### config.mk
export PLATFORM = sky130hd
export DESIGN_NAME = wd_fdc_top
export DESIGN_NICKNAME = d
export VERILOG_FILES = /design/src/rtl/fdc_pkg.sv /design/src/rtl/fdc_host_port.sv /design/src/rtl/fdc_geometry.sv /design/src/rtl/fdc_sequencer.sv /design/src/rtl/wd_fdc_top.sv
export VERILOG_INCLUDE_DIRS = /design/src /design/src/include
export SDC_FILE = /design/constraint.sdc
export NUM_CORES = 1
export LEC_CHECK = 0
export BUFFER_PORTS_ARGS = -buffer_cell sky130_fd_sc_hd__buf_2
export CORE_MARGIN = 2
export CORE_UTILIZATION = 45
export CTS_CLUSTER_SIZE = 28
export DETAILED_ROUTE_END_ITERATION = 10
export PLACE_DENSITY = 0.7
export SETUP_SLACK_MARGIN = 0.15
export SYNTH_ARGS = -nofsm -noshare
export SYNTH_HDL_FRONTEND = slang
export SYNTH_SLANG_ARGS = --single-unit
### constraint.sdc
create_clock -name clk_sys -period 4.2 [get_ports clk_sys]
set_clock_uncertainty 0.2 [all_clocks]
set_input_delay 0.42 -clock clk_sys [delete_from_list [all_inputs] [get_ports clk_sys]]
set_output_delay 0.42 -clock clk_sys [all_outputs]
set_load 0.005 [all_outputs]
### src/include/fdc_defs_defs.svh
`ifndef FDC_DEFS_DEFS_SVH
`define FDC_DEFS_DEFS_SVH

// ========================================
// host register map
// ========================================
`define FDC_A_CMD       2'd0   // command on write and status on read
`define FDC_A_TRACK     2'd1
`define FDC_A_SECTOR    2'd2
`define FDC_A_DATA      2'd3

// ========================================
// timer lengths in clk_sys cycles
// ========================================
`define FDC_SETTLE_CYCLES     64    // head settle before sector check
`define FDC_BYTE_CYCLES       16    // byte slot start to drq
`define FDC_WATCHDOG_CYCLES   512   // unserved drq before lost data
`define FDC_TYPE1_CYCLES      256   // busy time of head commands

// fixed geometry table
`define FDC_MAX_SIZE_CODE     4

`endif

### src/rtl/fdc_pkg.sv
package fdc_pkg;

	typedef logic [7:0]  fdc_byte_t;      // register or data byte
	typedef logic [1:0]  fdc_reg_addr_t;
	typedef logic [19:0] img_addr_t;      // byte address into image ram
	typedef logic [10:0] sec_len_t;       // up to 1024 bytes per sector
	typedef logic [2:0]  size_code_t;

	typedef enum logic [2:0] {
		IDLE,
		SEARCH,
		READ_WAIT,
		READ_DRQ,
		TYPE1_WAIT,
		ABORT,
		END_CMD
	} fdc_state_t;

	// cpu side of the bus
	typedef struct packed {
		logic          rd;
		logic          wr;
		fdc_reg_addr_t addr;
		fdc_byte_t     din;
	} host_bus_t;

	// single cycle events out of the host port
	typedef struct packed {
		logic          wr_pulse;
		logic          rd_end;
		fdc_reg_addr_t addr;
		fdc_byte_t     data;
	} host_event_t;

	typedef struct packed {
		fdc_byte_t track;
		fdc_byte_t sector;
		fdc_byte_t data;
		fdc_byte_t status;
		logic      xfer_active;   // data reads come from image ram
	} fdc_regs_t;

	typedef struct packed {
		img_addr_t base_addr;
		fdc_byte_t spt;
		sec_len_t  sec_bytes;
	} geom_t;

endpackage

### src/rtl/fdc_host_port.sv
`timescale 1ns/1ps
`include "fdc_defs_defs.svh"

module fdc_host_port (
	input  logic                 clk_sys,
	input  logic                 rst_n,
	input  fdc_pkg::host_bus_t   bus,
	input  logic                 io_en,
	input  fdc_pkg::fdc_regs_t   regs,
	input  fdc_pkg::fdc_byte_t   buff_din,
	output fdc_pkg::host_event_t evt,
	output fdc_pkg::fdc_byte_t   dout
);
	import fdc_pkg::*;

	logic          rde;
	logic          wre;
	logic          rd_q;
	logic          wr_q;
	logic          wr_rise;
	logic          rd_rise;
	logic          rd_fall;
	fdc_reg_addr_t rd_addr;   // register picked at start of read

	assign rde = bus.rd & io_en;
	assign wre = bus.wr & io_en;

	assign wr_rise = wre & ~wr_q;
	assign rd_rise = rde & ~rd_q;
	assign rd_fall = rd_q & ~rde;

	always_ff @(posedge clk_sys or negedge rst_n) begin
		if (!rst_n) begin
			rd_q <= 1'b0;
			wr_q <= 1'b0;
			evt  <= '0;
		end else begin
			rd_q         <= rde;
			wr_q         <= wre;
			evt.wr_pulse <= wr_rise;
			evt.rd_end   <= rd_fall;
			if (wr_rise) begin
				evt.addr <= bus.addr;
				evt.data <= bus.din;
			end else if (rd_fall) begin
				evt.addr <= rd_addr;
			end
		end
	end

	always_ff @(posedge clk_sys) begin
		if (rd_rise)
			rd_addr <= bus.addr;
	end

	// read-back mux
	always_comb begin
		case (bus.addr)
			`FDC_A_CMD:    dout = regs.status;
			`FDC_A_TRACK:  dout = regs.track;
			`FDC_A_SECTOR: dout = regs.sector;
			`FDC_A_DATA:   dout = regs.xfer_active ? buff_din : regs.data;
		endcase
	end

	a_one_strobe: assert property (@(posedge clk_sys) disable iff (!rst_n)
		!(io_en && bus.rd && bus.wr))
		else $error("host drove rd and wr together");

endmodule

### src/rtl/fdc_geometry.sv
`timescale 1ns/1ps
`include "fdc_defs_defs.svh"

module fdc_geometry (
	input  logic                clk_sys,
	input  logic                rst_n,
	input  fdc_pkg::size_code_t size_code,
	input  fdc_pkg::fdc_byte_t  track,
	input  logic                side,
	input  fdc_pkg::fdc_byte_t  sector,
	output fdc_pkg::geom_t      geom
);
	import fdc_pkg::*;

	logic [13:0] ts;         // track*2 + side
	logic [13:0] lin;        // first sector index of this track side
	logic [13:0] idx;
	fdc_byte_t   spt;
	logic [1:0]  len_code;   // sector is 128 << len_code bytes
	img_addr_t   base;

	assign ts = {5'b0, track, side};

	// shift-and-add products of ts and spt
	always_comb begin
		case (size_code)
			3'd0: begin spt = 8'd26; len_code = 2'd0; lin = (ts << 4) + (ts << 3) + (ts << 1); end
			3'd1: begin spt = 8'd16; len_code = 2'd1; lin = ts << 4; end
			3'd2: begin spt = 8'd9;  len_code = 2'd2; lin = (ts << 3) + ts; end
			3'd3: begin spt = 8'd5;  len_code = 2'd3; lin = (ts << 2) + ts; end
			3'd4: begin spt = 8'd10; len_code = 2'd2; lin = (ts << 3) + (ts << 1); end
			default: begin
				spt      = 8'd0;   // every sector fails the range check
				len_code = 2'd0;
				lin      = '0;
			end
		endcase
	end

	assign idx  = lin + {6'b0, sector} - 14'd1;
	assign base = img_addr_t'({6'b0, idx} << (7 + len_code));

	always_ff @(posedge clk_sys or negedge rst_n) begin
		if (!rst_n) begin
			geom <= '0;
		end else begin
			geom.base_addr <= base;
			geom.spt       <= spt;
			geom.sec_bytes <= sec_len_t'(11'd128 << len_code);
		end
	end

	a_size_code: assert property (@(posedge clk_sys) disable iff (!rst_n)
		size_code <= `FDC_MAX_SIZE_CODE)
		else $error("size_code outside geometry table");

endmodule

### src/rtl/fdc_sequencer.sv
`timescale 1ns/1ps
`include "fdc_defs_defs.svh"

module fdc_sequencer (
	input  logic                 clk_sys,
	input  logic                 rst_n,
	input  fdc_pkg::host_event_t evt,
	input  fdc_pkg::geom_t       geom,
	input  logic                 ready,
	input  logic                 wp,
	input  logic                 side,
	output fdc_pkg::fdc_regs_t   regs,
	output fdc_pkg::img_addr_t   buff_addr,
	output logic                 buff_read,
	output logic                 drq,
	output logic                 busy,
	output logic                 intrq
);
	import fdc_pkg::*;

	localparam int DLY_W  = $clog2(`FDC_TYPE1_CYCLES + 1);
	localparam int BYTE_W = $clog2(`FDC_BYTE_CYCLES + 1);
	localparam int WDOG_W = $clog2(`FDC_WATCHDOG_CYCLES + 1);

	fdc_state_t        state;
	fdc_byte_t         track_r;
	fdc_byte_t         sector_r;
	fdc_byte_t         data_r;
	fdc_byte_t         disk_track;   // physical head position
	fdc_byte_t         next_track;
	fdc_byte_t         status;
	logic              step_dir;     // 1 = outward
	logic              cmd_mode;     // 0 = type I status form
	logic              multi;
	logic              side_chk;
	logic              side_exp;
	logic              head_loaded;
	logic              seek_err;
	logic              lost_data;
	sec_len_t          byte_cnt;
	logic [DLY_W-1:0]  dly_cnt;      // settle and type I busy time
	logic [BYTE_W-1:0] byte_tmr;
	logic [WDOG_W-1:0] wdog;
	logic [3:0]        cmd;
	logic              data_served;
	logic              last_byte;

	assign cmd         = evt.data[7:4];
	assign next_track  = (evt.data[6] ? evt.data[5] : step_dir) ?
		disk_track - 8'd1 : disk_track + 8'd1;
	assign data_served = evt.rd_end && (evt.addr == `FDC_A_DATA);
	assign last_byte   = (byte_cnt == geom.sec_bytes - 11'd1);

	assign status = cmd_mode ?
		{~ready, wp, 1'b0, seek_err | ~ready, 1'b0, lost_data, drq, busy} :
		{~ready, wp, head_loaded, seek_err | ~ready, 1'b0, (disk_track == 8'd0), 1'b0, busy};

	assign regs      = '{track: track_r, sector: sector_r, data: data_r,
		status: status, xfer_active: buff_read};
	assign buff_addr = geom.base_addr + img_addr_t'(byte_cnt);

	always_ff @(posedge clk_sys or negedge rst_n) begin
		if (!rst_n) begin
			state       <= IDLE;
			track_r     <= '0;
			sector_r    <= '0;
			data_r      <= '0;
			disk_track  <= '0;
			step_dir    <= 1'b0;
			cmd_mode    <= 1'b0;
			multi       <= 1'b0;
			side_chk    <= 1'b0;
			side_exp    <= 1'b0;
			head_loaded <= 1'b0;
			seek_err    <= 1'b0;
			lost_data   <= 1'b0;
			byte_cnt    <= '0;
			dly_cnt     <= '0;
			byte_tmr    <= '0;
			wdog        <= '0;
			buff_read   <= 1'b0;
			drq         <= 1'b0;
			busy        <= 1'b0;
			intrq       <= 1'b0;
		end else begin
			if (evt.rd_end && evt.addr == `FDC_A_CMD)
				intrq <= 1'b0;   // status read acks interrupt

			case (state)
				IDLE: ;
				TYPE1_WAIT: begin
					if (dly_cnt == '0) state <= END_CMD;
					else dly_cnt <= dly_cnt - 1'b1;
				end
				SEARCH: begin
					if (!ready) begin
						seek_err <= 1'b1;
						state    <= END_CMD;
					end else if (dly_cnt != '0) begin
						dly_cnt <= dly_cnt - 1'b1;
					end else if (sector_r == 8'd0 || sector_r > geom.spt ||
							(side_chk && side != side_exp)) begin
						seek_err <= 1'b1;   // no such sector on this track
						state    <= END_CMD;
					end else begin
						byte_cnt  <= '0;
						byte_tmr  <= BYTE_W'(`FDC_BYTE_CYCLES - 1);
						buff_read <= 1'b1;
						state     <= READ_WAIT;
					end
				end
				READ_WAIT: begin
					if (byte_tmr == '0) begin
						drq   <= 1'b1;
						wdog  <= WDOG_W'(`FDC_WATCHDOG_CYCLES - 1);
						state <= READ_DRQ;
					end else begin
						byte_tmr <= byte_tmr - 1'b1;
					end
				end
				READ_DRQ: begin
					if (data_served || wdog == '0) begin
						drq <= 1'b0;
						if (!data_served) lost_data <= 1'b1;
						if (!last_byte) begin
							byte_cnt <= byte_cnt + 11'd1;
							byte_tmr <= BYTE_W'(`FDC_BYTE_CYCLES - 1);
							state    <= READ_WAIT;
						end else if (multi) begin
							sector_r <= sector_r + 8'd1;   // runs until sector > spt
							dly_cnt  <= DLY_W'(`FDC_SETTLE_CYCLES - 1);
							state    <= SEARCH;
						end else begin
							state <= END_CMD;
						end
					end else begin
						wdog <= wdog - 1'b1;
					end
				end
				ABORT: begin
					drq       <= 1'b0;
					seek_err  <= 1'b0;
					lost_data <= 1'b0;
					state     <= END_CMD;
				end
				END_CMD: begin
					busy      <= 1'b0;
					drq       <= 1'b0;
					buff_read <= 1'b0;
					intrq     <= 1'b1;
					state     <= IDLE;
				end
				default: state <= IDLE;
			endcase

			// ========================================
			// host register writes
			// ========================================
			if (evt.wr_pulse) begin
				case (evt.addr)
					`FDC_A_CMD: begin
						intrq <= 1'b0;
						if (state == IDLE && !cmd[3]) begin   // type I
							cmd_mode    <= 1'b0;
							head_loaded <= evt.data[3];
							busy        <= 1'b1;
							dly_cnt     <= DLY_W'(`FDC_TYPE1_CYCLES - 1);
							state       <= TYPE1_WAIT;
							if (cmd == 4'h0) begin
								track_r    <= '0;
								disk_track <= '0;
							end else if (cmd == 4'h1) begin
								track_r    <= data_r;
								disk_track <= data_r;
							end else begin
								if (evt.data[6]) step_dir <= evt.data[5];
								disk_track <= next_track;
								if (evt.data[4]) track_r <= next_track;
							end
						end else if (state == IDLE && cmd[3:1] == 3'b100) begin
							cmd_mode  <= 1'b1;   // read sector, single or multi
							multi     <= evt.data[4];
							side_chk  <= evt.data[1];
							side_exp  <= evt.data[3];
							seek_err  <= 1'b0;
							lost_data <= 1'b0;
							busy      <= 1'b1;
							dly_cnt   <= DLY_W'(`FDC_SETTLE_CYCLES - 1);
							state     <= SEARCH;
						end else if (cmd == 4'hD) begin
							cmd_mode <= 1'b0;
							if (state != IDLE) begin
								state <= ABORT;
							end else begin
								seek_err  <= 1'b0;
								lost_data <= 1'b0;
							end
						end
					end
					`FDC_A_TRACK:  if (!busy) track_r <= evt.data;
					`FDC_A_SECTOR: if (!busy) sector_r <= evt.data;
					`FDC_A_DATA:   data_r <= evt.data;
				endcase
			end
		end
	end

	a_drq_busy: assert property (@(posedge clk_sys) disable iff (!rst_n) drq |-> busy)
		else $error("drq raised outside a command");
	a_intrq_busy: assert property (@(posedge clk_sys) disable iff (!rst_n) !(intrq && busy))
		else $error("intrq and busy high together");
	a_read_idle: assert property (@(posedge clk_sys) disable iff (!rst_n)
		buff_read |-> state != IDLE)
		else $error("image ram read left on in idle");

endmodule

### src/rtl/wd_fdc_top.sv
`timescale 1ns/1ps

module wd_fdc_top (
	input  logic                clk_sys,
	input  logic                rst_n,
	input  fdc_pkg::host_bus_t  bus,
	input  logic                io_en,
	input  logic                ready,
	input  logic                wp,
	input  logic                side,
	input  fdc_pkg::size_code_t size_code,
	input  fdc_pkg::fdc_byte_t  buff_din,
	output fdc_pkg::fdc_byte_t  dout,
	output logic                drq,
	output logic                intrq,
	output logic                busy,
	output fdc_pkg::img_addr_t  buff_addr,
	output logic                buff_read
);
	import fdc_pkg::*;

	host_event_t evt;    // strobe events to the sequencer
	fdc_regs_t   regs;   // register view for read-back
	geom_t       geom;

	fdc_host_port u_host_port (
		.clk_sys  (clk_sys),
		.rst_n    (rst_n),
		.bus      (bus),
		.io_en    (io_en),
		.regs     (regs),
		.buff_din (buff_din),
		.evt      (evt),
		.dout     (dout)
	);

	// address follows the track and sector registers
	fdc_geometry u_geometry (
		.clk_sys   (clk_sys),
		.rst_n     (rst_n),
		.size_code (size_code),
		.track     (regs.track),
		.side      (side),
		.sector    (regs.sector),
		.geom      (geom)
	);

	fdc_sequencer u_sequencer (
		.clk_sys   (clk_sys),
		.rst_n     (rst_n),
		.evt       (evt),
		.geom      (geom),
		.ready     (ready),
		.wp        (wp),
		.side      (side),
		.regs      (regs),
		.buff_addr (buff_addr),
		.buff_read (buff_read),
		.drq       (drq),
		.busy      (busy),
		.intrq     (intrq)
	);

endmodule

==> summary.md <==
| Metric | Value |
|---|---|
| DIE AREA | `0.0237 mm^2` |
| Clock buffer count from CTS | `17` |
| Area delta synth->final | `20.2%` |
| Rel. slew slack | `0.374` |
| Synth Area in Adders | `0.120` |
| # nets final | `1434` |
| CTS tree | `done` |
| DR vias | `9201` |
| Cells after Synth | `roughly 1200` |
| Clock tree buffer depth | `2` |
| Overall die width | `154 um` |
| Mapped Area | `roughly 0.01 mm^2` |
| Total track usage | `0.223` |
| Initial antenna violation count | `0` |
| Largest net degree at the start of global routing | `70` |
| Post-synthesis mux area share | `0.0647` |
| Worst EP required | `4.34 ns` |
| Synthesis-stage register bit count | `127` |
| Layout cells sized above 1 | `0.192` |
| R2R Path Start | `u_sequencer.track_r[2]$_DFFE_PN0P_` |
| Core Box Area | `0.0220 mm^2` |
| Most common cell in the netlist | `nand2_1` |
| Syn Area/Cell | `roughly 8.5 um^2` |
| Combinational share of power | `0.664` |
| Leak | `between 5 and 6 nW` |
| Crit path from | `u_sequencer.track_r[2]$_DFFE_PN0P_` |
| Final worst path period need | `4.57 ns` |
| Max rail drop VDD | `0.000544 V` |
| Initial DRC Count | `595` |
| WL final | `around 26 mm` |
| GP Congestion | `about 0.87` |
| Fin. Hold Viols | `0` |
| Crit path max fanout | `4` |
| Clock power share | `0.152` |
| Largest area contributor in the netlist | `dfrtp_1` |
| Sink Count | `127` |
| PwrDens | `881 mW/mm^2` |
| Final worst slack | `-0.374 ns` |
| Setup TNS | `-2.20 ns` |
| Vias in the first global route | `9033` |
| Gr ovfl total | `0` |
| Sw Ratio | `0.421` |
| Top cells by count, synth | `nand2_1, dfrtp_1, nor2_1` |
| Psw | `4.51 mW` |
| Post-synth top area share | `0.309` |
| Hold_sp | `bus[10]` |
| Row cnt | `54` |
| Port bufs | `60` |
| WHS Path Cells | `2` |
| Max Clk Rate | `219 MHz` |
| Worst-path clk slew | `around 0.060 ns` |
| Slew @ Worst Pin | `roughly 0.93 ns` |
| First-pass GRT wire length | `43.4 mm` |
| Dominant synthesized flop cell | `dfrtp_1` |
| Largest family of logic cells by synthesized area | `simple AND/OR/NAND/NOR gates` |
| Final setup viols | `9` |
| Antenna cell count | `0` |
| Worst-skew pair later-pin latency | `0.42 ns` |
| CP Capture Type | `flip-flop` |
| Sequential share of the synthesized area | `0.315` |
| Critical path arrival | `4.72 ns` |
| Root Buffer | `clkbuf_16` |
| Post-detail-place hpwl | `between 15 and 20 mm` |
| Critical Path Sink | `u_geometry.geom[36]$_DFF_PN0_` |
| RSZ-0062 raised after global routing | `true` |
| Worst hold-check path type | `primary input to flip-flop` |
| Status | `finished, violations left` |
| Synth area leaders | `dfrtp_1, ha_1, nand2_1` |
| Period utilisation layout | `1.09` |
| Yosys cell types | `76` |
| Max-Cap Viols | `0` |
| Reg2reg path depth | `20` |
| Mean number of vias per cell | `5.72` |
| Simple-gate share of the synthesized area | `0.213` |
| Max Slew Vio Count | `0` |
| Compound-Gate Fraction of Synth Area | `0.182` |
| H-tree levels | `4` |
| Top-Level Pins | `slightly above 60` |
| Drt wl/cell | `16.0 um` |
| Synthesis Warnings | `0` |
| CP Class | `flip-flop to flip-flop` |
| FF-to-FF setup slack | `-0.37 ns` |
| Final antenna-violating net count | `0` |
| Residual DRC | `0` |
| Hold slack final | `0.0390 ns` |
| DRT Pass-1 Iters | `5` |
| Async set or reset register ratio after synthesis | `0.984` |
| Part of the power in registers | `0.184` |
| Starting Density | `0.461` |
| Post-synth EDFFs | `2` |
| Die height | `around 150 um` |
| Startpoint Class | `flip-flop` |
| Failing checks | `negative setup slack` |
| Post-synthesis xor/xnor area fraction | `0.0534` |
| Critical R2R Capture | `u_geometry.geom[36]$_DFF_PN0_` |
| P_int | `6.21 mW` |
-- critical path, cell delays in order, from the launching register on --
cell      delay (ns)
dfrtp_2         0.42
buf_12          0.13
fa_1            0.48
ha_2            0.18
inv_2           0.04
fa_2            0.35
xnor2_1         0.14
mux4_2          0.48
a22oi_2         0.18
ha_1            0.26
inv_2           0.07
ha_4            0.22
nand3_4         0.07
o221ai_2        0.09
a31o_2          0.25
a21o_1          0.21
xnor2_2         0.15
mux2i_1         0.19
buf_4           0.16
o22ai_1         0.07
a31oi_1         0.17
-- layout by cell type, fill, tap and decap left out, drive strengths merged, types with 5 or more instances in the layout --
cell         synthesis  layout
nor3                34      34
and2                10      10
nor2b               17      17
nor2                88      88
dlygate4sd3          0       9
a31oi               17      17
nand4                9       9
clkbuf              44      19
nor3b                6       6
o211ai               7       7
o31ai               16      16
xnor2               45      45
xor2                14      14
o21a                11      11
mux4                 7       7
or4                 16      16
or2                  5       5
o31a                 5       5
o2111ai              7       7
o21ai               82      82
or3                 15      15
nand3               40      40
fa                  12      12
dfrtp              125     125
a21boi               6       6
nand2              137     137
a211oi              12      12
inv                 86      87
bufinv               0       5
and3                11      11
nor4                20      20
a21o                16      16
mux2                21      21
nand2b              16      16
buf                  3     136
clkinv               3       9
a21oi               74      74
ha                  78      78
mux2i               26      26
-- routing by layer --
layer | wire (um) | global-route usage | part of all wire
met1 | 11500 | 0.287 | 0.45
met2 | 12500 | 0.384 | 0.48
met3 | 1200 | 0.0409 | 0.047
met4 | 491 | 0.0676 | 0.019
met5 | 0 | 0 | 0
-- how the worst min path moves through the flow --
| stage | to | slack, ns |
|---|---|---|
| 2_1_floorplan | u_geometry.geom[10]$_DFF_PN0_ | -0.08 |
| 3_3_place_gp | u_sequencer.side_chk$_DFFE_PN0P_ | 0.27 |
| 3_5_place_dp | u_sequencer.side_chk$_DFFE_PN0P_ | 0.28 |
| 4_1_cts | u_host_port.wr_q$_DFF_PN0_ | 0.03 |
| 5_1_grt | u_host_port.wr_q$_DFF_PN0_ | 0.04 |
| 6_report | u_host_port.wr_q$_DFF_PN0_ | 0.04 |
-- timing repair --
action,in CTS,in global routing
resized for setup,16,27
pin swaps,8,6
setup buffers,3,1
hold buffers,9,0
endpoints found under the setup margin,10,14
hold endpoints to repair,75,0
-- power by group through the flow --
stage	combinational, mW	sequential (mW)	clock (mW)
finish	7.11	1.97	1.63
global route	7.93	2.02	1.70
CTS	6.72	1.97	1.65
detailed placement	6.44	1.99	0
global placement	6.31	1.97	0
floorplan	4.56	1.91	0
-- area by class of cell --
type,count,area (um^2)
clock inverter,13,211
timing repair buffer,145,980
multi-input combinational,935,6650
clock buffer,19,443
inverter,89,337
tap,280,350
fill,1979,9800
sequential,127,3200
-- flip-flops by register name, indices dropped and copies added, names as in the netlist, 2 cells and up --
register	count
u_sequencer.track_r	8
u_host_port.rd_addr	2
u_sequencer.sector_r	8
u_sequencer.dly_cnt	9
u_sequencer.wdog	10
u_sequencer.byte_tmr	5
u_sequencer.byte_cnt	11
u_sequencer.disk_track	8
u_sequencer.data_r	8
u_host_port.evt	12
u_geometry.geom	29
u_sequencer.state	3
-- logic make-up after synthesis --
group,Yosys count
adders and majority gates,90
buffers and inverters,136
other,1
DFF,127
and+or+nand+nor,435
muxes,54
xor gates and xnor gates,60
AOI/OAI and AO/OA,292
-- per-stage QoR --
| stage | power [mW] | utilization | instances | cell area (um^2) | setup WS [ns] |
|---|---|---|---|---|---|
| after floorplan | 6.48 | - | 1198 | 10200 | -0.0632 |
| after global placement | 8.28 | 0.511 | 1563 | 11200 | -0.359 |
| after detailed placement | 8.43 | 0.511 | 1563 | 11200 | -0.407 |
| after CTS | 10.3 | 0.549 | 1607 | 12100 | -0.224 |
| after global routing | 11.7 | 0.554 | 1608 | 12200 | -0.558 |
| final | 10.7 | 0.554 | 1608 | 12200 | -0.374 |
(Power assumes the default switching activity.)
